**src/hdl/vdm_tlp_pkg.sv**
```systemverilog
package vdm_tlp_pkg;

   // Fragmentation
   localparam int          MTU_DW     = 16;     // Baseline MTU in DWORDs
   localparam int          FRAG_LEN_W = 5;
   localparam int          GAP_CYCLES = 64;     // Idle cycles between fragments

   //----------------------------------------------------------
   // PCIe VDM and MCTP header constants
   //----------------------------------------------------------
   localparam logic [3:0]  MCTP_HDR_VER  = 4'h1;
   localparam logic [15:0] VDM_VENDOR_ID = 16'h1AB4;
   localparam logic [7:0]  VDM_MSG_CODE  = 8'h7F;      // Vendor defined type 1
   localparam logic [4:0]  TLP_FMT_TYPE  = 5'h0E;      // Message with data, 4DW header
   localparam logic [2:0]  ROUTE_RC      = 3'd0;
   localparam logic [2:0]  ROUTE_ID      = 3'd2;

   // Master port
   localparam int          MSTR_ADDR_W = 21;
   localparam logic [3:0]  MARK_OFS    = 4'h0;     // SOP and EOP markers
   localparam logic [3:0]  DATA_OFS    = 4'h8;     // Headers and payload

   //----------------------------------------------------------
   // Fragment transmit states
   //----------------------------------------------------------
   typedef enum logic [2:0] {
      ST_IDLE  = 3'd0,
      ST_SOP   = 3'd1,
      ST_HDR1  = 3'd2,
      ST_HDR2  = 3'd3,
      ST_PLOAD = 3'd4,
      ST_EOP   = 3'd5,
      ST_GAP   = 3'd6
   } egrs_state_e;

endpackage

```
**src/hdl/egrs_fsm.sv**
```systemverilog
module egrs_fsm (
   input  logic                      clk,
   input  logic                      reset,
   input  logic                      msg_rdy_i,
   input  logic                      wr_acc_i,
   input  logic                      pld_done_i,
   input  logic                      last_frag_i,
   input  logic                      gap_done_i,
   output vdm_tlp_pkg::egrs_state_e  state_o
);
   vdm_tlp_pkg::egrs_state_e next_st;

   always_ff @(posedge clk, posedge reset) begin
      if (reset) begin
         state_o <= vdm_tlp_pkg::ST_IDLE;
      end else begin
         state_o <= next_st;
      end
   end

   //----------------------------------------------------------
   // Next state, each write phase ends on acceptance
   //----------------------------------------------------------
   always_comb begin
      next_st = state_o;
      case (state_o)
         vdm_tlp_pkg::ST_IDLE:
            if (msg_rdy_i) next_st = vdm_tlp_pkg::ST_SOP;
         vdm_tlp_pkg::ST_SOP:
            if (wr_acc_i) next_st = vdm_tlp_pkg::ST_HDR1;
         vdm_tlp_pkg::ST_HDR1:
            if (wr_acc_i) next_st = vdm_tlp_pkg::ST_HDR2;
         vdm_tlp_pkg::ST_HDR2:
            if (wr_acc_i) next_st = vdm_tlp_pkg::ST_PLOAD;
         vdm_tlp_pkg::ST_PLOAD:
            if (wr_acc_i && pld_done_i) next_st = vdm_tlp_pkg::ST_EOP;   // Last word out
         vdm_tlp_pkg::ST_EOP:
            if (wr_acc_i) begin
               next_st = last_frag_i ? vdm_tlp_pkg::ST_IDLE : vdm_tlp_pkg::ST_GAP;
            end
         vdm_tlp_pkg::ST_GAP:
            if (gap_done_i) next_st = vdm_tlp_pkg::ST_SOP;
         default:
            next_st = vdm_tlp_pkg::ST_IDLE;
      endcase
   end

   a_legal_state : assert property (@(posedge clk) disable iff (reset)
      !$isunknown(state_o) && state_o inside {vdm_tlp_pkg::ST_IDLE, vdm_tlp_pkg::ST_SOP,
         vdm_tlp_pkg::ST_HDR1, vdm_tlp_pkg::ST_HDR2, vdm_tlp_pkg::ST_PLOAD,
         vdm_tlp_pkg::ST_EOP, vdm_tlp_pkg::ST_GAP});

endmodule

```
**config.mk**
```make
export PLATFORM = sky130hd
export DESIGN_NAME = egrs_fsm
export DESIGN_NICKNAME = d
export VERILOG_FILES = /design/src/hdl/vdm_tlp_pkg.sv /design/src/hdl/egrs_fsm.sv
export SDC_FILE = /design/constraint.sdc
export NUM_CORES = 1
export LEC_CHECK = 0
export BUFFER_PORTS_ARGS = -buffer_cell sky130_fd_sc_hd__buf_2
export CORE_AREA = 2 2 39 41
export DETAILED_ROUTE_END_ITERATION = 7
export DIE_AREA = 0 0 41 43
export PLACE_DENSITY = 0.41
export SYNTH_ARGS = -nofsm -noshare
export SYNTH_HDL_FRONTEND = slang
export SYNTH_SLANG_ARGS = --single-unit
```
**constraint.sdc**
```tcl
create_clock -name clk -period 1.3 [get_ports clk]
set_clock_uncertainty 0.05 [all_clocks]
set_input_delay 0.13 -clock clk [delete_from_list [all_inputs] [get_ports clk]]
set_output_delay 0.13 -clock clk [all_outputs]
set_load 0.02 [all_outputs]
```
# After elaboration in Yosys (flattened, before gate mapping)
# Index checks and enable logic that the tools add are counted.
[totals]
regBits = 3
wordCells = 26
input_bits = 7
output_inout_bits = 3
[op_classes]
n_reduce_logical = 3
muxes = 9
eq_ne = 13
[ops]
columns = ["operator", "count"]
rows = [
  ["two-way mux 3 bit", 8],
  ["one-hot mux 3 bit (7 select lines)", 1],
  ["inequality test 2 bit, second input constant", 7],
  ["equality test 3 bit, second input constant", 3],
  ["AND reduction 7 bit", 1],
  ["equality test 3 x 2 -> 1 bit, second input constant", 2],
  ["equality test 3 x 1 -> 1 bit, second input constant", 1],
  ["logical NOT 3 bit", 1],
  ["logical AND 1 bit", 1],
]

# Longest topological paths before layout
[logic_depth]
ltp_word = 3
mapped_depth = 4
depth_no_buf = 3

# Worst setup path after synthesis
# Ideal clock, no wire load.
[synth_path]
path_kind = "reg2reg"
startpoint = "reg state_o[2]"
endpoint = "reg state_o[0]"
path_stages_with_launch = 5
n_path_buf = 1
synth_period_minus_slack_ns = 1.318
required_time_ns = 1.106
t_arrival_ns = 1.124
setup_ns = 0.144
slack_ns = -0.018
path_cell_list = "dfrtp_1 > buf_6 > and3_4 > a2111oi_4 > a211oi_2"
[synth_between]
elab_chain_len = 3
elab_cells_between_ends = 16
cone_classes = "13 x eq/ne; 1 x mux; 2 x reduce/logical"
[synth_lines]
columns = ["item", "line_no", "source"]
rows = [
  ["from (decl)", "egrs_fsm.sv:9", "output vdm_tlp_pkg::egrs_state_e state_o"],
  ["from (signal assigned)", "egrs_fsm.sv:15", "state_o <= vdm_tlp_pkg::ST_IDLE;"],
  ["from (signal assigned)", "egrs_fsm.sv:17", "state_o <= next_st;"],
  ["equality test 3 bit, or another cell as far along", "egrs_fsm.sv:26", "case (state_o)"],
  ["inequality test 2 bit (no line)", "--", ""],
  ["AND reduction 7 bit (no line)", "--", ""],
]
# Parallel ways exist; a longest one is shown, timed or not.
# A chain may end at the register's enable or synchronous reset.

# Worst setup path after layout
# Same ends and word-level chain as after synthesis.

==> results_dict.tcl <==
set metrics [dict create \
    clock_path_buffers 2 \
    grt_antenna_before_repair 0 \
    netlist.top_cell.by_area "dfrtp_1" \
    rows 14 \
    detail-route-antenna-nets 0 \
    placed_cell_area_um2 290 \
    drcViolationCount 0 \
    final-hold-violation-count 0 \
    max_stage_delay_ns 0.44 \
    synth_area_leaders "dfrtp_1, a2111oi_4, o21ai_0" \
    rr_startpoint "state_o[2]" \
    die_width_um 41 \
    critPathSlowestCell "dfrtp_2" \
    worstHoldPathCells 4 \
    crit_family "flip-flops" \
    gr-total-overflow 0 \
    reg.largest.list "state_o x3" \
    start_kind "register" \
    synth_top_family_by_area "compound AO/OA/AOI/OAI gates" \
    largest_reg_flops 3 \
    cts.sinks 3 \
    timing.final.crit_share_pct 91.7 \
    period_minus_slack_ns 1.19 \
    status "complete, no violations" \
    vdd_drop_max_mv 0.485 \
    regMostFlops "state_o" \
    synth_xor_area_share_pct 0 \
    p_sw_share_pct 42.8 \
    synthArstFlopShare_pct 100 \
    dp_hpwl_um 405 \
    grt_pass1_wl_um 883 \
    portBuffers 9 \
    path_buf_inv 0 \
    synth_area_per_cell_um2 9.18 \
    crit_type "reg -> reg" \
    fillCellCount 158 \
    ys_types 13 \
    p_clk_share_pct 22.9 \
    clk_latency_ns 0.23 \
    p_int_uw 406 \
    tightestPinTransition_ns 0.354 \
    cts-htree-levels 1 \
    postCtsSetupRepairBufs 0 \
    cts_resized 0 \
    leakage_uw 0.000141 \
    hp-start "last_frag_i" \
    dr.first_iter.drc_count 10 \
    comb_power_share_pct 47.5 \
    maxCapViolCount 0 \
    setup_viol 0 \
    crit_start "state_o[2]" \
    drive_gt1_share_pct 46.2 \
    synth_area_um2 220 \
    synthTopCellsByCount "o21ai_0, a21oi_1, dfrtp_1" \
    ys_seq_area_share_pct 34.1 \
    root_buffer "clkbuf_4" \
    grt_pass1_vias 204 \
    min_path_type "in -> reg" \
    r2r_slack_ns 0.11 \
    io_pins 10 \
    rsz0062_at_grt "no" \
    yosysWarnings 0 \
    cts-buffers-inserted 3 \
    slew_headroom_pct 76.4 \
    arrival_ns 1.24 \
    nets 47 \
    n_antenna_cell 0 \
    slew_viol_final 0 \
    synthSimpleGateAreaFrac_pct 18.8 \
    synthCells 24 \
    coreArea_um2 1380 \
    seqPwrFrac_pct 29.7 \
    drt-wirelength-per-cell_um 10.1 \
    r2r.worst_path.cells 3 \
    yosys.area_share.adder_pct 0 \
    wl_um 556 \
    grt_usage_pct 8.23 \
    path_clk_slew_ns 0.04 \
    ys.flop_type "dfrtp_1" \
    yosysMostFrequentCell "o21ai_0" \
    vias 231 \
    path_cells "and3_4 > a2111oi_4 > a211oi_2" \
    grt_max_degree 10 \
    ys_ff_latch 3 \
    vias_per_cell 4.20 \
    gp_congestion 0.621 \
    synth_fp_nets 31 \
    tritoncts "built" \
    power_switching_uw 303 \
    design_area_um2 327 \
    yosys-mux-area-fraction_pct 0 \
    worstPathMaxFanout 7 \
    power.density_nw_per_um2 2170 \
    synth_top_area_share_pct 34.1 \
    die_h_um 43 \
    drt_pre_antenna_iters 4 \
    holdPathEnd "state_o[1]" \
    cp.required_ns 1.35 \
    synth_edf_count 0 \
    cp-end-kind "register" \
    power_uw 709 \
    r2r-end "state_o[0]" \
    syn_to_final_growth_pct 48.3 \
    start_util_pct 15.9 \
    die_area_um2 1760 \
    tns_ns 0 \
    fmax_mhz 839 \
    synth_compound_area_share_pct 38.6 \
]
==> how the worst max path moves through the flow <==
stage	to	slack [ns]	cells past startpoint
floorplan	state_o[0]	0.005	4
global placement	state_o[0]	0.11	3
detailed placement	state_o[0]	0.11	3
CTS	state_o[0]	0.10	3
global route	state_o[0]	0.05	3
finish	state_o[0]	0.11	3
==> stage by stage <==
step	cells	setup slack [ns]	utilization [%]	hold slack, ns
after detailed placement	50	0.109	21.0	-0.0461
final	55	0.108	23.6	0.157
after floorplan	24	0.00474	-	-0.166
after global routing	55	0.0471	23.6	0.176
after CTS	55	0.103	23.6	0.155
after global placement	50	0.106	21.0	-0.0491
==> cell families after synthesis <==
logic type	after synthesis
buffers and inverters	3
AND/OR/NAND/NOR	7
AO/OA/AOI/OAI	11
flip-flops	3
==> final cells by class <==
cell class / instances / area, µm² / area share [%]
flip-flops and latches: 3 / 76.3 / 23.4
inverters: 2 / 7.51 / 2.30
repair buffers: 12 / 70.1 / 21.5
multi-input cells: 18 / 126 / 38.7
clock buffers: 4 / 26.3 / 8.05
well taps: 16 / 20.0 / 6.13
==> power by group through the flow <==
stage	clock network [µW]	registers (µW)	logic (µW)
floorplan	0	264	170
global placement	0	211	340
detailed placement	0	210	337
CTS	169	209	339
global route	177	219	377
finish	162	210	337
==> layout by cell type, fill, tap and decap left out, drive strengths merged <==
cell / instances
a21oi: 4
dfrtp: 3
a211oi: 1
clkbuf: 4
nor2b: 1
inv: 2
a2111oi: 1
nand2: 1
and3: 1
nand3: 2
or3: 1
buf: 11
o21ai: 5
nor2: 1
dlygate4sd3: 1
==> worst register-to-register path, stage by stage (launching register included) <==
cell and delay (ns):
dfrtp_2 0.44, and3_4 0.17, a2111oi_4 0.32, a211oi_2 0.07
==> layer usage <==
layer	wire (µm)	up-vias	track usage [%]
met5	0	-	0
met2	224	11	7.81
met3	51	2	4.71
met4	4	0	8.00
met1	276	102	11.6
li1	-	116	-
==> repair_timing <==
action	CTS	global route
hold buffers	1	0
hold endpoints to repair	3	0
setup endpoints to repair	0	0
Power figures use the tool's default switching activity.
