### src/hdl/vdm_csr_pkg.sv
package vdm_csr_pkg;

   //----------------------------------------------------------
   // Host port address map
   //----------------------------------------------------------
   localparam int             CSR_ADDR_W  = 9;
   localparam logic [8:0]     CTRL_ADDR   = 9'd0;   // Control and status
   localparam logic [8:0]     HDR_ADDR    = 9'd1;   // Packet header
   localparam int             BUF_SEL_BIT = 8;      // Set for packet buffer
   localparam int             BUF_ADDR_W  = 8;

   // Control register fields
   localparam int             CTRL_RDY_BIT  = 0;    // Message ready, write only
   localparam int             CTRL_BUSY_BIT = 1;    // Engine busy, read only
   localparam int             CTRL_PAD_LSB  = 4;    // 2 bits
   localparam int             CTRL_LEN_LSB  = 6;    // Length in DWORDs

   // Header register fields
   localparam int             HDR_TID_LSB      = 0;    // PCIe target ID, 16 bits
   localparam int             HDR_DEID_LSB     = 16;   // Destination EID
   localparam int             HDR_TAG_LSB      = 24;   // TO bit over 3-bit tag
   localparam int             HDR_NULL_EID_BIT = 28;
   localparam int             HDR_ROUTE_ID_BIT = 29;   // Else route to RC

   localparam int             MSG_LEN_W = 9;

endpackage

### src/hdl/vdm_tlp_pkg.sv
package vdm_tlp_pkg;

   // Fragmentation
   localparam int          MTU_DW     = 16;     // Baseline MTU in DWORDs
   localparam int          FRAG_LEN_W = 5;
   localparam int          GAP_CYCLES = 64;     // Idle cycles between fragments

   //----------------------------------------------------------
   // PCIe VDM and MCTP header constants
   //----------------------------------------------------------
   localparam logic [3:0]  MCTP_HDR_VER  = 4'h1;
   localparam logic [15:0] VDM_VENDOR_ID = 16'h1AB4;
   localparam logic [7:0]  VDM_MSG_CODE  = 8'h7F;      // Vendor defined type 1
   localparam logic [4:0]  TLP_FMT_TYPE  = 5'h0E;      // Message with data, 4DW header
   localparam logic [2:0]  ROUTE_RC      = 3'd0;
   localparam logic [2:0]  ROUTE_ID      = 3'd2;

   // Master port
   localparam int          MSTR_ADDR_W = 21;
   localparam logic [3:0]  MARK_OFS    = 4'h0;     // SOP and EOP markers
   localparam logic [3:0]  DATA_OFS    = 4'h8;     // Headers and payload

   //----------------------------------------------------------
   // Fragment transmit states
   //----------------------------------------------------------
   typedef enum logic [2:0] {
      ST_IDLE  = 3'd0,
      ST_SOP   = 3'd1,
      ST_HDR1  = 3'd2,
      ST_HDR2  = 3'd3,
      ST_PLOAD = 3'd4,
      ST_EOP   = 3'd5,
      ST_GAP   = 3'd6
   } egrs_state_e;

endpackage

### src/hdl/egrs_frag_counter.sv
module egrs_frag_counter (
   input  logic                                 clk,
   input  logic                                 reset,
   input  vdm_tlp_pkg::egrs_state_e             state_i,
   input  logic [vdm_csr_pkg::MSG_LEN_W-1:0]    msg_len_i,
   input  logic                                 word_read_i,
   output logic [vdm_tlp_pkg::FRAG_LEN_W-1:0]   frag_len_o,
   output logic                                 last_frag_o,
   output logic                                 pld_done_o,
   output logic                                 som_o,
   output logic                                 eom_o,
   output logic [1:0]                           seq_o,
   output logic                                 gap_done_o
);
   logic [vdm_csr_pkg::MSG_LEN_W-1:0]          pend_len;   // DWORDs not yet sent
   logic [vdm_tlp_pkg::FRAG_LEN_W-1:0]         pld_cnt;    // DWORDs left to fetch
   logic                                       rem_one;
   logic [$clog2(vdm_tlp_pkg::GAP_CYCLES)-1:0] gap_cnt;
   logic                                       in_gap;
   logic                                       gap_start;
   logic                                       eop_q;

   assign last_frag_o = pend_len <= vdm_csr_pkg::MSG_LEN_W'(vdm_tlp_pkg::MTU_DW);
   assign frag_len_o  = last_frag_o ? pend_len[vdm_tlp_pkg::FRAG_LEN_W-1:0]
                                    : vdm_tlp_pkg::FRAG_LEN_W'(vdm_tlp_pkg::MTU_DW);
   assign pld_done_o  = pld_cnt == '0;
   assign rem_one     = pld_cnt == vdm_tlp_pkg::FRAG_LEN_W'(1);   // Odd final DWORD
   assign in_gap      = state_i == vdm_tlp_pkg::ST_GAP;
   assign gap_start   = in_gap && gap_cnt == '0;
   assign gap_done_o  = in_gap && gap_cnt == ($bits(gap_cnt))'(vdm_tlp_pkg::GAP_CYCLES - 1);

   always_ff @(posedge clk, posedge reset) begin
      if (reset) begin
         pend_len <= '0;
         pld_cnt  <= '0;
         gap_cnt  <= '0;
         som_o    <= 1'b0;
         eom_o    <= 1'b0;
         seq_o    <= '0;
         eop_q    <= 1'b0;
      end else begin
         eop_q <= state_i == vdm_tlp_pkg::ST_EOP;

         if (state_i == vdm_tlp_pkg::ST_IDLE) begin
            pend_len <= msg_len_i;
         end else if (gap_start) begin
            pend_len <= pend_len - vdm_csr_pkg::MSG_LEN_W'(vdm_tlp_pkg::MTU_DW);
         end

         // Two DWORDs per payload word
         if (state_i != vdm_tlp_pkg::ST_PLOAD) begin
            pld_cnt <= frag_len_o;
         end else if (word_read_i) begin
            pld_cnt <= rem_one ? '0 : pld_cnt - vdm_tlp_pkg::FRAG_LEN_W'(2);
         end

         if (!in_gap || gap_done_o) begin
            gap_cnt <= '0;
         end else begin
            gap_cnt <= gap_cnt + 1'b1;
         end

         if (state_i == vdm_tlp_pkg::ST_IDLE) begin
            som_o <= 1'b1;
         end else if (in_gap) begin
            som_o <= 1'b0;            // Only the first fragment
         end
         if (state_i == vdm_tlp_pkg::ST_SOP) begin
            eom_o <= last_frag_o;
         end
         if (eop_q && state_i != vdm_tlp_pkg::ST_EOP) begin
            seq_o <= seq_o + 1'b1;    // Wraps across messages
         end
      end
   end

   // Master never fetches more words than the fragment holds
   a_no_underflow : assert property (@(posedge clk) disable iff (reset)
      word_read_i |-> !pld_done_o);

endmodule

### config.mk
export PLATFORM = sky130hd
export DESIGN_NAME = egrs_frag_counter
export DESIGN_NICKNAME = d
export VERILOG_FILES = /design/src/hdl/vdm_csr_pkg.sv /design/src/hdl/vdm_tlp_pkg.sv /design/src/hdl/egrs_frag_counter.sv
export SDC_FILE = /design/constraint.sdc
export NUM_CORES = 1
export LEC_CHECK = 0
export BUFFER_PORTS_ARGS = -buffer_cell sky130_fd_sc_hd__buf_2
export CAP_MARGIN = 20
export CELL_PAD_IN_SITES_DETAIL_PLACEMENT = 0
export CELL_PAD_IN_SITES_GLOBAL_PLACEMENT = 1
export CORE_MARGIN = 10
export CORE_UTILIZATION = 36
export DETAILED_ROUTE_END_ITERATION = 12
export PLACE_DENSITY_LB_ADDON = 0.1
export SYNTH_ARGS = -nofsm -noshare
export SYNTH_HDL_FRONTEND = slang
export SYNTH_SLANG_ARGS = --single-unit
### constraint.sdc
create_clock -name clk -period 1.6 [get_ports clk]
set_input_delay 0.16 -clock clk [delete_from_list [all_inputs] [get_ports clk]]
set_output_delay 0.16 -clock clk [all_outputs]
set_load 0.05 [all_outputs]
# After elaboration in Yosys (flattened, before gate mapping)
# Index checks and enable logic that the tools add are counted.
totals:
  inputBits: 15
  register_bits: 25
  elab_cells: 39
classes:
  magnitude_cmp: 1
  mux: 9
  addsub: 4
  eq_ne: 7
  n_reduce_logical: 11
ops:
  columns: ["op", "count"]
  rows:
  - ["$mux W5", 4]
  - ["$mux W9", 2]
  - ["$le A9 B5 Y1 const B", 1]
  - ["$sub A9 B5 Y9 const B", 1]
  - ["$add A6 B1 Y6 const B", 1]
  - ["$eq A3 B3 Y1 const B", 2]
  - ["$eq A6 B6 Y1 const B", 1]
  - ["$logic_not A6 Y1", 1]
  - ["$mux W6", 1]
  - ["$ne A3 B3 Y1 const B", 2]
  - ["$reduce_bool A2 Y1", 3]
  - ["$eq A5 B1 Y1 const B", 1]
  - ["$logic_not A5 Y1", 1]
  - ["$sub A5 B2 Y5 const B", 1]
  - ["$eq A3 B1 Y1 const B", 1]
  - ["$logic_and A1 B1 Y1", 3]
  - ["$logic_not A3 Y1", 1]
  - ["$add A2 B1 Y2 const B", 1]
  - ["$mux W1", 2]
  - ["$logic_not A1 Y1", 1]
  - ["$logic_or A1 B1 Y1", 1]

# Depth between registers and ports, before layout
depth:
  word_depth: 4
  depth_mapped: 7
  depth_no_buf: 6

# Worst setup path before layout
# OpenSTA, ideal clock, no wires.
synth_timing:
  path_type: "reg-to-reg"
  from: "register pend_len[4] (netlist bit)"
  to: "register pld_cnt[4] (netlist bit)"
  path_slack_ns: -0.170
  path_stages_with_launch: 6
  path_buffers: 0
  t_required_ns: 1.532
  arrival_time_ns: 1.702
  period_less_slack_ns: 1.770
  setup_time_ns: 0.068
  path_cell_list: "dfrtp_1 > ha_1 > nand2b_1 > nor4_1 > o211ai_1 > o21a_1"
synth_between:
  elab_chain_cells: 3
synth_rtl:
  columns: ["item", "line_no", "source"]
  rows:
  - ["start, declared", "egrs_frag_counter.sv:15", "logic [vdm_csr_pkg::MSG_LEN_W-1:0] pend_len;"]
  - ["start signal, assigned", "egrs_frag_counter.sv:45", "pend_len <= msg_len_i;"]
  - ["start signal, assigned", "egrs_frag_counter.sv:47", "pend_len <= pend_len - vdm_csr_pkg::MSG_LEN_W'(vdm_tlp_pkg::MTU_DW);"]
  - ["$le A9 B5 Y1", "egrs_frag_counter.sv:23", "assign last_frag_o = pend_len <= vdm_csr_pkg::MSG_LEN_W'(vdm_tlp_pkg::MTU_DW);"]
  - ["$mux W5 (*)", "egrs_frag_counter.sv:24", "assign frag_len_o = last_frag_o ? pend_len[vdm_tlp_pkg::FRAG_LEN_W-1:0]"]
  - ["via frag_len_o, one bit", "egrs_frag_counter.sv:7", "output logic [vdm_tlp_pkg::FRAG_LEN_W-1:0] frag_len_o,"]
  - ["$mux W5 (*)", "egrs_frag_counter.sv:51", "if (state_i != vdm_tlp_pkg::ST_PLOAD) begin"]
  - ["end signal, assigned", "egrs_frag_counter.sv:52", "pld_cnt <= frag_len_o;"]
  - ["end signal, assigned", "egrs_frag_counter.sv:54", "pld_cnt <= rem_one ? '0 : pld_cnt - vdm_tlp_pkg::FRAG_LEN_W'(2);"]
  - ["end, declared", "egrs_frag_counter.sv:16", "logic [vdm_tlp_pkg::FRAG_LEN_W-1:0] pld_cnt;"]
# The timed path passes the listed nets; every way through them passes the cells marked *.
# A chain may end at the register's enable or synchronous reset.

# Final worst setup path
layout_timing:
  from: "register pend_len[5] (netlist bit)"
  to: "output port last_frag_o"
layout_between:
  elab_chain_cells: 1
layout_rtl:
  columns: ["item", "line_no", "source"]
  rows:
  - ["$le A9 B5 Y1", "egrs_frag_counter.sv:23", null]
  - ["end, declared", "egrs_frag_counter.sv:8", "output logic last_frag_o,"]
# Every way passes these cells.

==> flow_summary.rst <==
.. list-table::
   :header-rows: 1

   * - Metric
     - Value
   * - Outcome
     - finished with violations
   * - Violated checks
     - setup timing
   * - Reg-to-reg critical path startpoint
     - gap_cnt[1]
   * - Number of fillers in the final layout
     - 358
   * - Ratio of total power to cell area
     - 976.0 mW/mm^2
   * - Worst-case reg-to-reg path depth
     - 6
   * - Kind of critical path
     - flop to primary output
   * - Buffers from clock root to sink, at most
     - 2
   * - Maximum operating frequency
     - 581.4 MHz
   * - Area of the mapped netlist
     - 0.001336 mm^2
   * - Cell taking the most area after synthesis
     - sky130_fd_sc_hd__dfrtp_1
   * - Initial cell density of the core
     - 0.3678
   * - Worst VDD drop
     - 0.0004915 V
   * - Clk Latency, worst-skew pair
     - 0.27 ns
   * - Row count
     - 22
   * - Number of instances in the synthesized netlist
     - 143
   * - Post-synth EDFFs
     - 0
   * - Area of the die
     - 0.006549 mm^2
   * - Layout net count
     - 217
   * - Total Routing Usage GR
     - 0.1082
   * - Area added between synthesis and finish
     - 46.07%
   * - Register Area
     - 626.9 um^2
   * - Arrival time of the worst setup path
     - 1.56 ns
   * - Destination of the worst register-to-register timing path
     - pend_len[7]
   * - Post-DP HPWL
     - 2430 um
   * - PortBufs
     - 26
   * - RSZ-0062 raised after global routing
     - true
   * - Ratio of routed vias to standard cells
     - 4.844
   * - Relative max-transition margin
     - 0.7435
   * - Distinct cell type count of the synthesized netlist
     - 37
   * - Total count of hold-check failures in the final report
     - 0
   * - CTS H-tree lvls
     - 1
   * - Worst setup SP type
     - flop
   * - TritonCTS clock tree
     - yes
   * - Area of the multi-input gates
     - 762.0 um^2
   * - Number of top-level pins
     - 27
   * - Starting DRC count in detailed routing
     - 40
   * - Gpl congestion
     - 0.8672
   * - Clock root buffer
     - sky130_fd_sc_hd__clkbuf_8
   * - Slack of the worst reg-to-reg path
     - 0.06 ns
   * - Critical Path Sink
     - last_frag_o
   * - Most frequent cells in the layout
     - sky130_fd_sc_hd__buf_4, sky130_fd_sc_hd__dfrtp_1, sky130_fd_sc_hd__nand2_1, sky130_fd_sc_hd__buf_2, sky130_fd_sc_hd__nor2_1
   * - Predominant post-synthesis flop cell
     - sky130_fd_sc_hd__dfrtp_1
   * - Die extent in x
     - 80.93 um
   * - LEAKAGE
     - 0.0009221 uW
   * - Worst setup timing slack at the placement stage
     - 0.03370 ns
   * - Number of cells in the finished layout apart from fillers
     - 244
   * - Routed wire per std cell
     - 13.78 um
   * - Max cap viols
     - 0
   * - Via count of the first global-routing pass
     - 1191
   * - Post-route worst setup slack
     - -0.1200 ns
   * - Total global routing overflow
     - 0
   * - Async S/R FF share, synth
     - 1.000
   * - Clock tree skew after final layout
     - 0.01040 ns
   * - Synthesized flop and latch total
     - 25
   * - Worst-case hold slack
     - 0.07736 ns
   * - Minimum clock period
     - 1.720 ns
   * - Data required time at the worst endpoint
     - 1.44 ns
   * - Hold WC Path Type
     - primary input to flop
   * - Share of the yosys chip area belonging to registers
     - 0.4682
   * - Post-synthesis net count
     - 163
   * - Via count
     - 1182
   * - Beginning of the critical path
     - pend_len[5]
   * - Critical-path maximum fanout
     - 2
   * - Mean area per synthesized cell
     - 9.345 um^2
   * - Yosys Warn Count
     - 0
   * - Cell total after placement
     - 228
   * - Pin count of the biggest net entering global routing
     - 26
   * - Hold path cells
     - 3
   * - Commonest non-fill, non-tap cell in the layout
     - sky130_fd_sc_hd__buf_4
   * - Period utilization
     - 1.075
   * - Drt total wl
     - 3363 um
   * - Fin. max-slew vios
     - 0
   * - Number of nets with antenna violations after routing
     - 0
   * - Cell types with the largest area share after synthesis
     - sky130_fd_sc_hd__dfrtp_1, sky130_fd_sc_hd__nand2_1, sky130_fd_sc_hd__ha_1
   * - Type of destination of the critical path
     - primary output
   * - Height of the die
     - 80.93 um
   * - Clock slew at reported path FFs
     - 0.09 ns
   * - Number of buffers created by CTS
     - 3
   * - Final-report setup violation count
     - 5
   * - Clock sink total
     - 25
   * - Antenna violations before repair
     - 0
   * - Core Util, Final
     - 0.5372
   * - Residual DRC count
     - 0
   * - Detailed Routing Iterations Pass 1
     - 4
   * - Top-area cell type share of the netlist area
     - 0.4682
   * - First-pass GRT wire length
     - 5685 um
   * - Total Power Consumption
     - 1905 uW
   * - Share of cells above drive strength 1
     - 0.4286
   * - Area of the core region
     - 0.003633 mm^2
   * - Worst slew pin tran
     - 0.3831 ns
   * - Diode insertion count for antenna repair
     - 0
==> cells in the mapped netlist, drive strengths merged (3+ instances only) <==
| library cell | count |
|---|---|
| ha | 5 |
| xor2 | 3 |
| nand3 | 4 |
| dfrtp | 25 |
| o21ai | 4 |
| buf | 3 |
| nor2 | 12 |
| a21oi | 6 |
| and2 | 3 |
| mux2 | 3 |
| and3 | 4 |
| xnor2 | 5 |
| inv | 10 |
| nor3 | 5 |
| nand2 | 24 |
==> area by class of cell <==
type	instances	area share
Multi-Input combinational cell	103	0.3904
Clock inverter	1	0.002564
Tap cell	48	0.03077
Sequential cell	25	0.3212
Clock buffer	3	0.02115
Timing Repair Buffer	54	0.2147
Inverter	10	0.01923
==> how the worst min path moves through the flow <==
stage	start	end	slack [ns]
after CTS	msg_len_i[2]	pend_len[2]	0.08
after global routing	msg_len_i[2]	pend_len[2]	0.08
after global placement	reset	seq_o[1]	0.23
after floorplan	reset	eom_o	0.19
after detailed placement	reset	seq_o[1]	0.24
final	msg_len_i[2]	pend_len[2]	0.08
==> critical path, cell delays in order (launching register included) <==
cell	delay [ns]
sky130_fd_sc_hd__dfrtp_1	0.41
sky130_fd_sc_hd__inv_2	0.08
sky130_fd_sc_hd__ha_4	0.13
sky130_fd_sc_hd__nand2b_4	0.05
sky130_fd_sc_hd__nor4_4	0.23
sky130_fd_sc_hd__a21o_2	0.22
sky130_fd_sc_hd__buf_8	0.15
==> flip-flops by register name (all words and copies together), names as in the netlist <==
name / flops
gap_cnt: 6
pld_cnt: 5
eop_q: 1
seq_o: 2
eom_o: 1
som_o: 1
pend_len: 9
==> routing by layer <==
metal	global-route usage	part of all wire	vias up
li1	-	-	592
met1	0.1358	0.47	570
met2	0.1815	0.47	18
met3	0.02759	0.054	2
met4	0.02595	0.0045	0
met5	0	0	-
==> power by group <==
group / total (uW) / switching [uW] / internal, uW
clock network: 375 / 201 / 174
logic: 695 / 388 / 307
registers: 835 / 103 / 732
total: 1910 / 692 / 1210
==> through the flow <==
step	setup TNS (ns)	area, um^2
finish	-0.2677	1952
global route	-0.8354	1952
CTS	-0.2219	1864
floorplan	-0.2368	1355
detailed placement	0	1630
global placement	0	1630
==> cell families (layout without fill, tap and decap cells) <==
family                     after synthesis  in the layout  share of synthesized area
AOI/OAI and AO/OA                       21             21                    0.09831
xor gates and xnor gates                 8              8                    0.05244
adders and majority gates                5              5                    0.04682
buffers and inverters                   15             68                    0.05430
DFF                                     25             25                     0.4682
muxes                                    4              4                    0.03558
and+or+nand+nor                         65             65                     0.2444
==> what timing repair did <==
item | CTS | global route
hold endpoints to repair | 25 | 0
cloned | 0 | 0
pin swaps | 6 | 7
resized for setup | 32 | 14
buffers inserted | 8 | 3
endpoints found under the setup margin | 8 | 10
hold buffers | 1 | 0
Note: power is estimated with default switching activity, not from simulation.
