File: config.mk
export PLATFORM = sky130hd
export DESIGN_NAME = egrs_tlp_mstr
export DESIGN_NICKNAME = d
export VERILOG_FILES = /design/src/hdl/vdm_csr_pkg.sv /design/src/hdl/vdm_tlp_pkg.sv /design/src/hdl/egrs_tlp_mstr.sv
export SDC_FILE = /design/constraint.sdc
export NUM_CORES = 1
export LEC_CHECK = 0
export BUFFER_PORTS_ARGS = -buffer_cell sky130_fd_sc_hd__buf_2
export CAP_MARGIN = 0
export CELL_PAD_IN_SITES_DETAIL_PLACEMENT = 1
export CELL_PAD_IN_SITES_GLOBAL_PLACEMENT = 1
export CORE_ASPECT_RATIO = 0.75
export CORE_MARGIN = 4
export CORE_UTILIZATION = 34
export DETAILED_ROUTE_END_ITERATION = 12
export PLACE_DENSITY_LB_ADDON = 0.1
export SLEW_MARGIN = 20
export SYNTH_ARGS = -nofsm -noshare
export SYNTH_HDL_FRONTEND = slang
export SYNTH_SLANG_ARGS = --single-unit
File: constraint.sdc
create_clock -name clk -period 4.91 [get_ports clk]
set_input_delay 0.491 -clock clk [delete_from_list [all_inputs] [get_ports clk]]
set_output_delay 0.491 -clock clk [all_outputs]
set_load 0.005 [all_outputs]
File: src/hdl/vdm_csr_pkg.sv
package vdm_csr_pkg;

   //----------------------------------------------------------
   // Host port address map
   //----------------------------------------------------------
   localparam int             CSR_ADDR_W  = 9;
   localparam logic [8:0]     CTRL_ADDR   = 9'd0;   // Control and status
   localparam logic [8:0]     HDR_ADDR    = 9'd1;   // Packet header
   localparam int             BUF_SEL_BIT = 8;      // Set for packet buffer
   localparam int             BUF_ADDR_W  = 8;

   // Control register fields
   localparam int             CTRL_RDY_BIT  = 0;    // Message ready, write only
   localparam int             CTRL_BUSY_BIT = 1;    // Engine busy, read only
   localparam int             CTRL_PAD_LSB  = 4;    // 2 bits
   localparam int             CTRL_LEN_LSB  = 6;    // Length in DWORDs

   // Header register fields
   localparam int             HDR_TID_LSB      = 0;    // PCIe target ID, 16 bits
   localparam int             HDR_DEID_LSB     = 16;   // Destination EID
   localparam int             HDR_TAG_LSB      = 24;   // TO bit over 3-bit tag
   localparam int             HDR_NULL_EID_BIT = 28;
   localparam int             HDR_ROUTE_ID_BIT = 29;   // Else route to RC

   localparam int             MSG_LEN_W = 9;

endpackage

File: src/hdl/vdm_tlp_pkg.sv
package vdm_tlp_pkg;

   // Fragmentation
   localparam int          MTU_DW     = 16;     // Baseline MTU in DWORDs
   localparam int          FRAG_LEN_W = 5;
   localparam int          GAP_CYCLES = 64;     // Idle cycles between fragments

   //----------------------------------------------------------
   // PCIe VDM and MCTP header constants
   //----------------------------------------------------------
   localparam logic [3:0]  MCTP_HDR_VER  = 4'h1;
   localparam logic [15:0] VDM_VENDOR_ID = 16'h1AB4;
   localparam logic [7:0]  VDM_MSG_CODE  = 8'h7F;      // Vendor defined type 1
   localparam logic [4:0]  TLP_FMT_TYPE  = 5'h0E;      // Message with data, 4DW header
   localparam logic [2:0]  ROUTE_RC      = 3'd0;
   localparam logic [2:0]  ROUTE_ID      = 3'd2;

   // Master port
   localparam int          MSTR_ADDR_W = 21;
   localparam logic [3:0]  MARK_OFS    = 4'h0;     // SOP and EOP markers
   localparam logic [3:0]  DATA_OFS    = 4'h8;     // Headers and payload

   //----------------------------------------------------------
   // Fragment transmit states
   //----------------------------------------------------------
   typedef enum logic [2:0] {
      ST_IDLE  = 3'd0,
      ST_SOP   = 3'd1,
      ST_HDR1  = 3'd2,
      ST_HDR2  = 3'd3,
      ST_PLOAD = 3'd4,
      ST_EOP   = 3'd5,
      ST_GAP   = 3'd6
   } egrs_state_e;

endpackage

File: src/hdl/egrs_tlp_mstr.sv
module egrs_tlp_mstr (
   input  logic                                  clk,
   input  logic                                  reset,
   input  vdm_tlp_pkg::egrs_state_e              state_i,
   input  logic [vdm_tlp_pkg::MSTR_ADDR_W-1:0]   afu_base_i,
   input  logic                                  mstr_waitreq_i,
   input  logic [31:0]                           buf_rdata_i,
   input  logic [vdm_tlp_pkg::FRAG_LEN_W-1:0]    frag_len_i,
   input  logic                                  som_i,
   input  logic                                  eom_i,
   input  logic [1:0]                            seq_i,
   input  logic [1:0]                            pad_len_i,
   input  logic [15:0]                           tid_i,
   input  logic [7:0]                            deid_i,
   input  logic [3:0]                            tag_i,
   input  logic [7:0]                            seid_i,
   input  logic [2:0]                            route_i,
   input  logic                                  last_frag_i,
   output logic [vdm_csr_pkg::BUF_ADDR_W-1:0]    buf_raddr_o,
   output logic                                  word_read_o,
   output logic                                  wr_acc_o,
   output logic [vdm_tlp_pkg::MSTR_ADDR_W-1:0]   mstr_addr_o,
   output logic                                  mstr_write_o,
   output logic [63:0]                           mstr_wrdata_o,
   output logic [7:0]                            mstr_byteen_o
);
   logic                                 pload;
   logic                                 ctl_st;     // Marker or header phase
   logic                                 load;
   logic                                 issue_lo;
   logic                                 issue_hi;
   logic                                 ph1;        // Low DWORD on read data
   logic                                 hi_vld;
   logic [31:0]                          lo_q;
   logic [vdm_tlp_pkg::FRAG_LEN_W-1:0]   rd_left;    // DWORDs still to request
   logic [9:0]                           tlp_len;
   logic [3:0]                           ofs;
   logic [63:0]                          hdr1;
   logic [63:0]                          hdr2;

   assign pload    = state_i == vdm_tlp_pkg::ST_PLOAD;
   assign ctl_st   = state_i inside {vdm_tlp_pkg::ST_SOP, vdm_tlp_pkg::ST_HDR1,
                                     vdm_tlp_pkg::ST_HDR2, vdm_tlp_pkg::ST_EOP};
   assign wr_acc_o = mstr_write_o && !mstr_waitreq_i;
   assign load     = (ctl_st && !mstr_write_o) || word_read_o;

   // A new pair starts only when the write slot is free
   assign issue_lo = pload && rd_left != '0 && !ph1 && !word_read_o &&
                     (!mstr_write_o || wr_acc_o);
   assign issue_hi = ph1 && rd_left != '0;

   //----------------------------------------------------------
   // TLP header words, byte 0 in the low bits
   //----------------------------------------------------------
   assign tlp_len = 10'(frag_len_i);
   assign hdr1 = {vdm_tlp_pkg::VDM_MSG_CODE,
                  2'd0, last_frag_i ? pad_len_i : 2'd0, 4'd0,
                  16'd0,
                  tlp_len[7:0],
                  6'd0, tlp_len[9:8],      // No snoop attribute clear
                  8'd0,
                  vdm_tlp_pkg::TLP_FMT_TYPE, route_i};
   assign hdr2 = {som_i, eom_i, seq_i, tag_i,
                  seid_i,
                  deid_i,
                  4'h0, vdm_tlp_pkg::MCTP_HDR_VER,
                  vdm_tlp_pkg::VDM_VENDOR_ID[7:0],
                  vdm_tlp_pkg::VDM_VENDOR_ID[15:8],
                  tid_i[7:0],
                  tid_i[15:8]};          // Target ID byte swapped
   assign ofs = (state_i == vdm_tlp_pkg::ST_SOP || state_i == vdm_tlp_pkg::ST_EOP) ?
                vdm_tlp_pkg::MARK_OFS : vdm_tlp_pkg::DATA_OFS;

   always_ff @(posedge clk, posedge reset) begin
      if (reset) begin
         mstr_write_o <= 1'b0;
         ph1          <= 1'b0;
         word_read_o  <= 1'b0;
         hi_vld       <= 1'b0;
         buf_raddr_o  <= '0;
         rd_left      <= '0;
      end else begin
         if (load) begin
            mstr_write_o <= 1'b1;
         end else if (wr_acc_o) begin
            mstr_write_o <= 1'b0;
         end
         ph1         <= issue_lo;
         word_read_o <= ph1;           // High DWORD or none on read data
         hi_vld      <= issue_hi;
         if (state_i == vdm_tlp_pkg::ST_IDLE) begin
            buf_raddr_o <= '0;
         end else if (issue_lo || issue_hi) begin
            buf_raddr_o <= buf_raddr_o + 1'b1;   // Runs on across fragments
         end
         if (!pload) begin
            rd_left <= frag_len_i;
         end else if (issue_lo || issue_hi) begin
            rd_left <= rd_left - 1'b1;
         end
      end
   end

   always_ff @(posedge clk) begin
      if (ph1) begin
         lo_q <= buf_rdata_i;
      end
      if (load) begin
         mstr_addr_o   <= {afu_base_i[vdm_tlp_pkg::MSTR_ADDR_W-1:4], ofs};
         mstr_byteen_o <= (word_read_o && !hi_vld) ? 8'h0F : 8'hFF;
         case (state_i)
            vdm_tlp_pkg::ST_SOP:  mstr_wrdata_o <= 64'd1;
            vdm_tlp_pkg::ST_HDR1: mstr_wrdata_o <= hdr1;
            vdm_tlp_pkg::ST_HDR2: mstr_wrdata_o <= hdr2;
            vdm_tlp_pkg::ST_EOP:  mstr_wrdata_o <= 64'd2;
            default:              mstr_wrdata_o <= {hi_vld ? buf_rdata_i : 32'd0, lo_q};
         endcase
      end
   end

   a_hold_on_wait : assert property (@(posedge clk) disable iff (reset)
      mstr_write_o && mstr_waitreq_i |=>
         mstr_write_o && $stable(mstr_addr_o) && $stable(mstr_wrdata_o));

endmodule

# After elaboration in Yosys (flattened, before gate mapping)
# Index checks and enable logic that the tools add are counted.
# op_classes
addsub,2
n_shift,0
reduce_logical,22
bitwise_logic,0
n_div,0
mux,11
eq_ne,6
n_mul,0
n_lt_le_gt_ge,0
# op_table
cell,count
$pmux W64 S4,1
$mux W32,1
$mux W8,3
$mux W5,2
$add A8 B1 Y8 const B,1
$logic_and A1 B1 Y1,8
$eq A3 B2 Y1 const B,2
$eq A3 B3 Y1 const B,2
$logic_not A1 Y1,5
$reduce_bool A5 Y1,1
$sub A5 B1 Y5 const B,1
$logic_or A1 B1 Y1,4
$mux W4,1
$reduce_bool A2 Y1,2
$reduce_bool A4 Y1,1
$eq A3 B1 Y1 const B,1
$logic_not A3 Y1,1
$mux W1,2
$mux W2,1
$ne A2 B1 Y1 const B,1
# word_totals
output_inout_bits,104
rom_bits,0
mem_bits_rw,0
memories,0
latchBits,0
inputBits,110
elab_cells,51
ff_bits,142

# Depth between registers and ports, before layout
# Gate-level depths: netlist (run 1).
# logic_depth
word_depth,8
depth_mapped,9
mapped_depth_nobuf,6

# Least setup slack after synthesis (run 1)
# No wires, ideal clock.
# synth_path
path_type,input to register
from,input port state_i[1]
to,register mstr_addr_o[10] (netlist name) (enable)
slack_ps,-818
t_arrival_ps,5187
stages,6
setup_ps,541
t_required_ps,4369
cell_sequence,buf_2 -> nor2b_1 -> clkbuf_1 -> nor2_1 -> buf_2 -> o21bai_1
# synth_between
elab_chain_len,4
word_cells_on_any_way,7
# synth_lines
item,line_no,rtl
start: declaration,egrs_tlp_mstr.sv:4,"input vdm_tlp_pkg::egrs_state_e state_i,"
$eq A3 B1 Y1 (tied with other cells),egrs_tlp_mstr.sv:42,"assign ctl_st = state_i inside {vdm_tlp_pkg::ST_SOP, vdm_tlp_pkg::ST_HDR1,"
$reduce_bool A4 Y1 *,egrs_tlp_mstr.sv:42,
$logic_and A1 B1 Y1 *,egrs_tlp_mstr.sv:45,assign load = (ctl_st && !mstr_write_o) || word_read_o;
$logic_or A1 B1 Y1 *,egrs_tlp_mstr.sv:45,
named net load,egrs_tlp_mstr.sv:29,logic load;
end signal: assignment,egrs_tlp_mstr.sv:109,"mstr_addr_o <= {afu_base_i[vdm_tlp_pkg::MSTR_ADDR_W-1:4], ofs};"
end: declaration,egrs_tlp_mstr.sv:22,"output logic [vdm_tlp_pkg::MSTR_ADDR_W-1:0] mstr_addr_o,"
# Mark *: on every way through the listed nets, which the timed path passes. The rest lies on a longest branch.
# A chain may end at the register's enable or synchronous reset.

# Worst setup path after layout (run 1)
# layout_path
from,input port state_i[0]
to,register mstr_wrdata_o[1] (enable)
# layout_between
elab_chain_len,4
word_cells_on_any_way,7
# layout_lines
item,line_no,rtl
$eq A3 B1 Y1 (tied with other cells),egrs_tlp_mstr.sv:42,
$reduce_bool A4 Y1 *,egrs_tlp_mstr.sv:42,
$logic_and A1 B1 Y1 *,egrs_tlp_mstr.sv:45,
$logic_or A1 B1 Y1 *,egrs_tlp_mstr.sv:45,
named net load,egrs_tlp_mstr.sv:29,
end signal: assignment,egrs_tlp_mstr.sv:113,vdm_tlp_pkg::ST_HDR1: mstr_wrdata_o <= hdr1;
end signal: assignment,egrs_tlp_mstr.sv:114,vdm_tlp_pkg::ST_HDR2: mstr_wrdata_o <= hdr2;
end signal: assignment,egrs_tlp_mstr.sv:116,"default: mstr_wrdata_o <= {hi_vld ? buf_rdata_i : 32'd0, lo_q};"
end: declaration,egrs_tlp_mstr.sv:24,"output logic [63:0] mstr_wrdata_o,"
# Marks and branches as above.

==> results.md, run 1 <==
* PD cells at between 400 and 500 nW/um^2
* Fin. Hold Viols at 0
* Initial antenna violation count at 0
* CP max-delay cell: o21bai_4
* DR vias at around 3,800
* CP delay by family, top: buffers and inverters
* Finished Layout Cells at around 780
* HP Class: primary input to async pin
* CP max stage delay at 0.65 ns
* Grt total ovfl at 0
* R2R Setup Slk at around 2.8 ns
* Layout cells sized above 1 at a little over two fifths
* Routability congestion estimate at about 0.73
* Layout Nets at about 680
* Final setup fails at 0
* Clk_lat worst skew at about 0.42 ns
* Reg power frac at approximately 47%
* DR iter-0 viols at between 150 and 200
* Synth area leader: edfxtp_1
* Worst path bufs/invs at 3
* Post-CTS Resized at 0
* Setup Skew at around 0.0056 ns
* Setup_tns at 0 ns
* Initial Util at between 30 and 40%
* Synth warn at 0
* Fin crit period at 2.76 ns
* Placed cell area at around 6400 um^2
* Library cells used by synthesis at 39
* Vias per cell at 4.87
* Number of CTS-inserted buffers at 17
* GR Util All Layers at around 16%
* Area delta synth->final at 33.9%
* Die ar. at roughly 18,000 um^2
* Residual DRC count at 0
* Switch Pwr at roughly 0.73 mW
* Fin. max-slew vios at 0
* CTS tree: done
* WP data arrival at roughly 2.8 ns
* Seq cells post-synth at 132
* Status: complete, no violations
* Tightest Pin Transition at roughly 0.92 ns
* VDD IR max at 217 uV
* Final worst setup slack at between 2 and 2.5 ns
* Sw Ratio at between 20% and 30%
* Vias in the first global route at about 4,000
* Cell area after synthesis at ~5300 um^2
* Number of H-tree levels at 4
* Max-Cap Viols at 0
* Total length of routed wires at around 14,000 um
* Mean Syn Cell Area at between 10 and 15 um^2
* CP Class: primary input to flop
* Placed insts at 750
* Port Buffers at 202
* Place WS at about 1.7 ns
* Root Buffer: clkbuf_16
* Clock Path Buffers at 2
* Ys flop type: edfxtp_1
* Chip height at between 100 and 150 um
* Relative slew slack at 37.9%
* Startpoint Class: primary input
* Mapped Cells at approximately 360
* Fmax at approximately 360 MHz
* Combinational Power Share at between 10% and 20%
* Core Util, Final at between 40 and 50%
* Post-CTS setup buffer count at 0
* Async S/R FF share, synth at roughly 13%
* Cell Rows at 39
* RSZ-0062 raised after global routing: false
* I/O pins at approximately 210
* Synth area leaders: edfxtp_1, dfrtp_1, a22o_1
* Post-synth EDFFs at between 100 and 150
* Pin count of the biggest net entering global routing at 60
* Post-DP HPWL at 10,100 um
* Worst-path clk slew at roughly 0.06 ns
* Hold buffers post-CTS at 0
* Global-route wire length before repair at approximately 22,000 um
* Diodes inserted at 0
* Chip width at about 150 um
* Crit-path cells: buf_2 > inv_2 > nor2_1 > nor2_2 > o21bai_4 > buf_12
* Post-synth top area share at between 60% and 70%
* DRT Pass-1 Iters at 4
* Final period util at a little under three fifths
* Total core area at about 15,000 um^2
* Clock Sinks at 132
* Wire length per cell at ~18 um
* Top-count cell post-synth: edfxtp_1
* P_leak at 2.98 nW
* Top cells by count, synth: edfxtp_1, nand2_1, o21ai_0
* Internal power at 2.23 mW
* Antenna-violating nets left at 0
* CP Capture Type: flop
* Critical Path Fanout Max at a little under 60
* Post-route cell area at just over 7000 um^2
* Worst EP required at ~5.0 ns
* Post-synthesis sequential area ratio at between 70% and 80%
* Clock power share at 43.2%
[registers in the layout, summed over array words and instances, names as in the netlist]
name	flops
hi_vld	1
mstr_addr_o	18
buf_raddr_o	8
mstr_wrdata_o	64
mstr_byteen_o	1
rd_left	5
lo_q	32
word_read_o	1
ph1	1
mstr_write_o	1
[power by group through the flow]
stage	clock network (mW)	registers [mW]	logic, mW
6_report	1.28	1.38	0.299
5_1_grt	1.37	1.39	0.336
4_1_cts	1.30	1.38	0.308
3_5_place_dp	0	1.40	0.307
3_3_place_gp	0	1.40	0.299
2_1_floorplan	0	1.41	0.120
[per-stage QoR]
step / hold WS, ns / power, mW
6_report: 0.182 / 2.96
5_1_grt: 0.215 / 3.10
4_1_cts: 0.204 / 2.99
3_5_place_dp: 0.506 / 1.71
3_3_place_gp: 0.497 / 1.70
2_1_floorplan: 0.417 / 1.53
[cell families after synthesis]
| family | Yosys count | synth area share, % |
|---|---|---|
| buf+inv | 35 | 3.40 |
| other cells | 2 | 0.143 |
| flops | 132 | 73.8 |
| mux | 5 | 0.952 |
| fa+ha+maj | 2 | 0.476 |
| compound gates | 91 | 11.7 |
| simple gates | 97 | 9.57 |
[worst paths after layout]
path                                endpoint  depth (start not counted)           start
hold / removal                buf_raddr_o[3]                          2           reset
setup reg to reg              buf_raddr_o[5]                          6      rd_left[0]
setup / recovery            mstr_wrdata_o[1]                          6      state_i[0]
min in group clk             mstr_addr_o[14]                          1  afu_base_i[14]
hold reg to reg            mstr_wrdata_o[29]                          1        lo_q[29]
max in group asynchronous                ph1                          2           reset
[final cells by class]
class | instances | area [um^2]
Sequential cell | 132 | 3880
Tap cell | 205 | 256
Timing Repair Buffer | 206 | 1050
Clock buffer | 17 | 425
Multi-Input combinational cell | 202 | 1230
Inverter | 5 | 18.8
Fill cell | 1636 | 8140
Clock inverter | 15 | 171
[routing by layer]
layer  vias up  track usage (%)  part of all wire, %
met5         -                0                    0
met4         0             4.55                 0.92
met3        12             7.62                  9.4
met2       123             26.7                   48
met1      1905             19.9                   41
li1       1771                -                    -
[layout by cell type, fill, tap and decap left out, drive strengths merged, types with 8 or more instances in the layout]
cell type  Yosys  routed
edfxtp       115     115
buf           16     206
nor2b          8       8
and2           8       8
nand2         29      29
a22o          26      26
nor2          15      15
clkbuf        14      17
o21ai         29      29
inv            5      12
dfrtp         17      17
a21oi         16      16
(Power assumes the default switching activity.)
==> inputs of run 2 (changes only) <==
Clock period 4.91 ns to 2.3 ns, I/O delays scaled along.
==> run 2 against run 1 <==
Against the previous run: die area stayed put; largest cell class unchanged; global-route usage is 0.25 points higher; clock-buffer cell count stayed put; sequential cell count stayed put; critical path type is now flop to flop; non-clock buffer count is 51 higher; total power is 120% higher.
==> results.md, run 2 (synthesis gave the netlist of run 1 again) <==
* Total core area at around 15,000 um^2
* Layout Nets at roughly 730
* Max-Cap Viols at 0
* Post-CTS Resized at 0
* Clock power share at approximately 42%
* Status: complete, no violations
* VDD IR max at between 500 and 600 uV
* Initial antenna violation count at 0
* Clock Path Buffers at 2
* Setup Skew at approximately 0.0067 ns
* Cell Rows at 39
* Largest regs: mstr_wrdata_o x64, lo_q x32, mstr_addr_o x18
* Routability congestion estimate at between 0.7 and 0.8
* Relative slew slack at 50.0%
* Fmax at between 400 and 500 MHz
* Clk_lat worst skew at between 0.4 and 0.5 ns
* Vias per cell at between 4 and 5
* Largest reg by FF count: mstr_wrdata_o
* Fillers at 1,637
* Antenna-violating nets left at 0
* Number of CTS-inserted buffers at 17
* Crit-path cells: inv_1 > ha_1 > or4b_1 > nand4_1 > or4_1 > a21oi_1
* HP Class: primary input to flop
* Tightest Pin Transition at approximately 0.75 ns
* Internal power at slightly below 5 mW
* GR Util All Layers at 16.7%
* Grt total ovfl at 0
* PD cells at between 800 and 900 nW/um^2
* Port Buffers at approximately 200
* Switch Pwr at between 1 and 1.5 mW
* Fin crit period at 2.09 ns
* Number of H-tree levels at 4
* Chip height at ~120 um
* Clock Sinks at between 100 and 150
* Global Route met1 Usage at between 20% and 30%
* Die ar. at around 18,000 um^2
* Pin count of the biggest net entering global routing at between 50 and 60
* Sw Ratio at about 23%
* WP data arrival at around 2.4 ns
* Total length of routed wires at approximately 15,000 um
* Final setup fails at 0
* R2R Setup Slk at approximately 0.21 ns
* CP max-delay cell: or4_1
* Critical Path Fanout Max at 8
* Final worst setup slack at about 0.21 ns
* Worst-path clk slew at around 0.060 ns
* CP max stage delay at between 0.5 and 0.6 ns
* Gr busiest metal: met2
* Root Buffer: clkbuf_16
* Most common cell after layout, fill and taps aside: buf_2
* Wire length per cell at between 15 and 20 um
* Layout cells sized above 1 at between 40% and 50%
* Reg power frac at 46.1%
* Worst EP required at between 2 and 3 ns
* Footprint of the multi-input gates at 1250 um^2
* Core Util, Final at ~50%
* DR vias at roughly 3,900
* Combinational Power Share at about 12%
* Grt met2 use at around a quarter
* Sequential Area at 3880 um^2
* Area delta synth->final at 43.3%
* Place WS at 0.255 ns
* CP Capture Type: flop
* RSZ-0062 raised after global routing: false
* Fin. Hold Viols at 0
* CP Class: flop to flop
* Final period util at about nine tenths
* Startpoint Class: flop
* Max reg flops at 64
* Diodes inserted at 0
* P_leak at 3.20 nW
* Commonest cells after routing, fill and taps aside: buf_2, edfxtp_1, dlygate4sd3_1
* Initial Util at 34.6%
* CP delay by family, top: simple AND/OR/NAND/NOR gates
* DRT Pass-1 Iters at 4
* I/O pins at ~210
* Met3 Use GR at approximately 7.5%
* CTS tree: done
* Chip width at roughly 150 um
* DR iter-0 viols at around 160
* Post-DP HPWL at a little over 10,000 um
* Worst path bufs/invs at 1
* Vias in the first global route at about 4,100
* Global-route wire length before repair at 21,800 um
* Residual DRC count at 0
* Fin. max-slew vios at 0
==> run 2: cell count changes in the layout (fill, tap and decap cells not counted), moves of 2 or more <==
| cell | delta |
|---|---|
| dlygate4sd3_1 | +41 |
| buf_4 | +10 |
| clkinv_2 | +4 |
| inv_6 | -4 |
| nor2_4 | +3 |
| inv_8 | -2 |
| nor2_2 | -2 |
==> run 2: per-stage QoR <==
stage	hold slack [ns]	TNS (ns)	power [mW]	instances	area, um^2
4_1_cts	0.000779	0	6.45	829	7500
2_1_floorplan	0.156	-17.67	3.28	369	5330
3_5_place_dp	0.390	0	3.68	760	6530
6_report	0.0260	0	6.36	832	7530
3_3_place_gp	0.387	0	3.65	760	6530
5_1_grt	0.000901	0	6.66	832	7530
==> run 2: worst paths after layout <==
path                                  from                end  depth (start not counted)
hold reg to reg                   lo_q[29]  mstr_wrdata_o[29]                          1
hold / removal             buf_rdata_i[17]           lo_q[17]                          1
setup / recovery                rd_left[0]     buf_raddr_o[5]                          6
min in group asynchronous            reset     buf_raddr_o[2]                          3
max in group asynchronous            reset                ph1                          3
setup reg to reg                rd_left[0]     buf_raddr_o[5]                          6
==> run 2: power groups by stage <==
stage | sequential [mW] | clock [mW] | combinational, mW
after floorplan | 3.01 | 0 | 0.267
after global placement | 2.97 | 0 | 0.678
after detailed placement | 2.98 | 0 | 0.694
after CTS | 2.94 | 2.76 | 0.746
after global routing | 2.95 | 2.89 | 0.816
final | 2.93 | 2.69 | 0.735
==> run 2: worst register-to-register path: cells and delay by family, from the launching register on <==
| kind | cells | cell delay, ns |
|---|---|---|
| buf+inv | 1 | 0.07 |
| flops | 1 | 0.37 |
| simple gates | 3 | 1.18 |
| compound gates | 1 | 0.16 |
| fa+ha+maj | 1 | 0.24 |
==> run 2: layout make-up <==
cell class	instances	share of cell area (%)
clock inverter	14	2.16
multi-input combinational	202	16.6
inverter	5	0.249
tap	205	3.40
clock buffer	17	5.65
timing repair buffer	257	20.4
sequential	132	51.5
==> run 2: routing by layer <==
metal	vias up	share of wire [%]	routed length [um]
li1	1871	-	-
met1	1912	44	6390
met2	136	46	6740
met3	10	9.2	1350
met4	0	0.97	141
met5	-	0	0
==> run 2: repair_timing <==
action | CTS | global route
setup buffers | 0 | 0
hold buffers | 38 | 3
hold endpoints to repair | 54 | 3
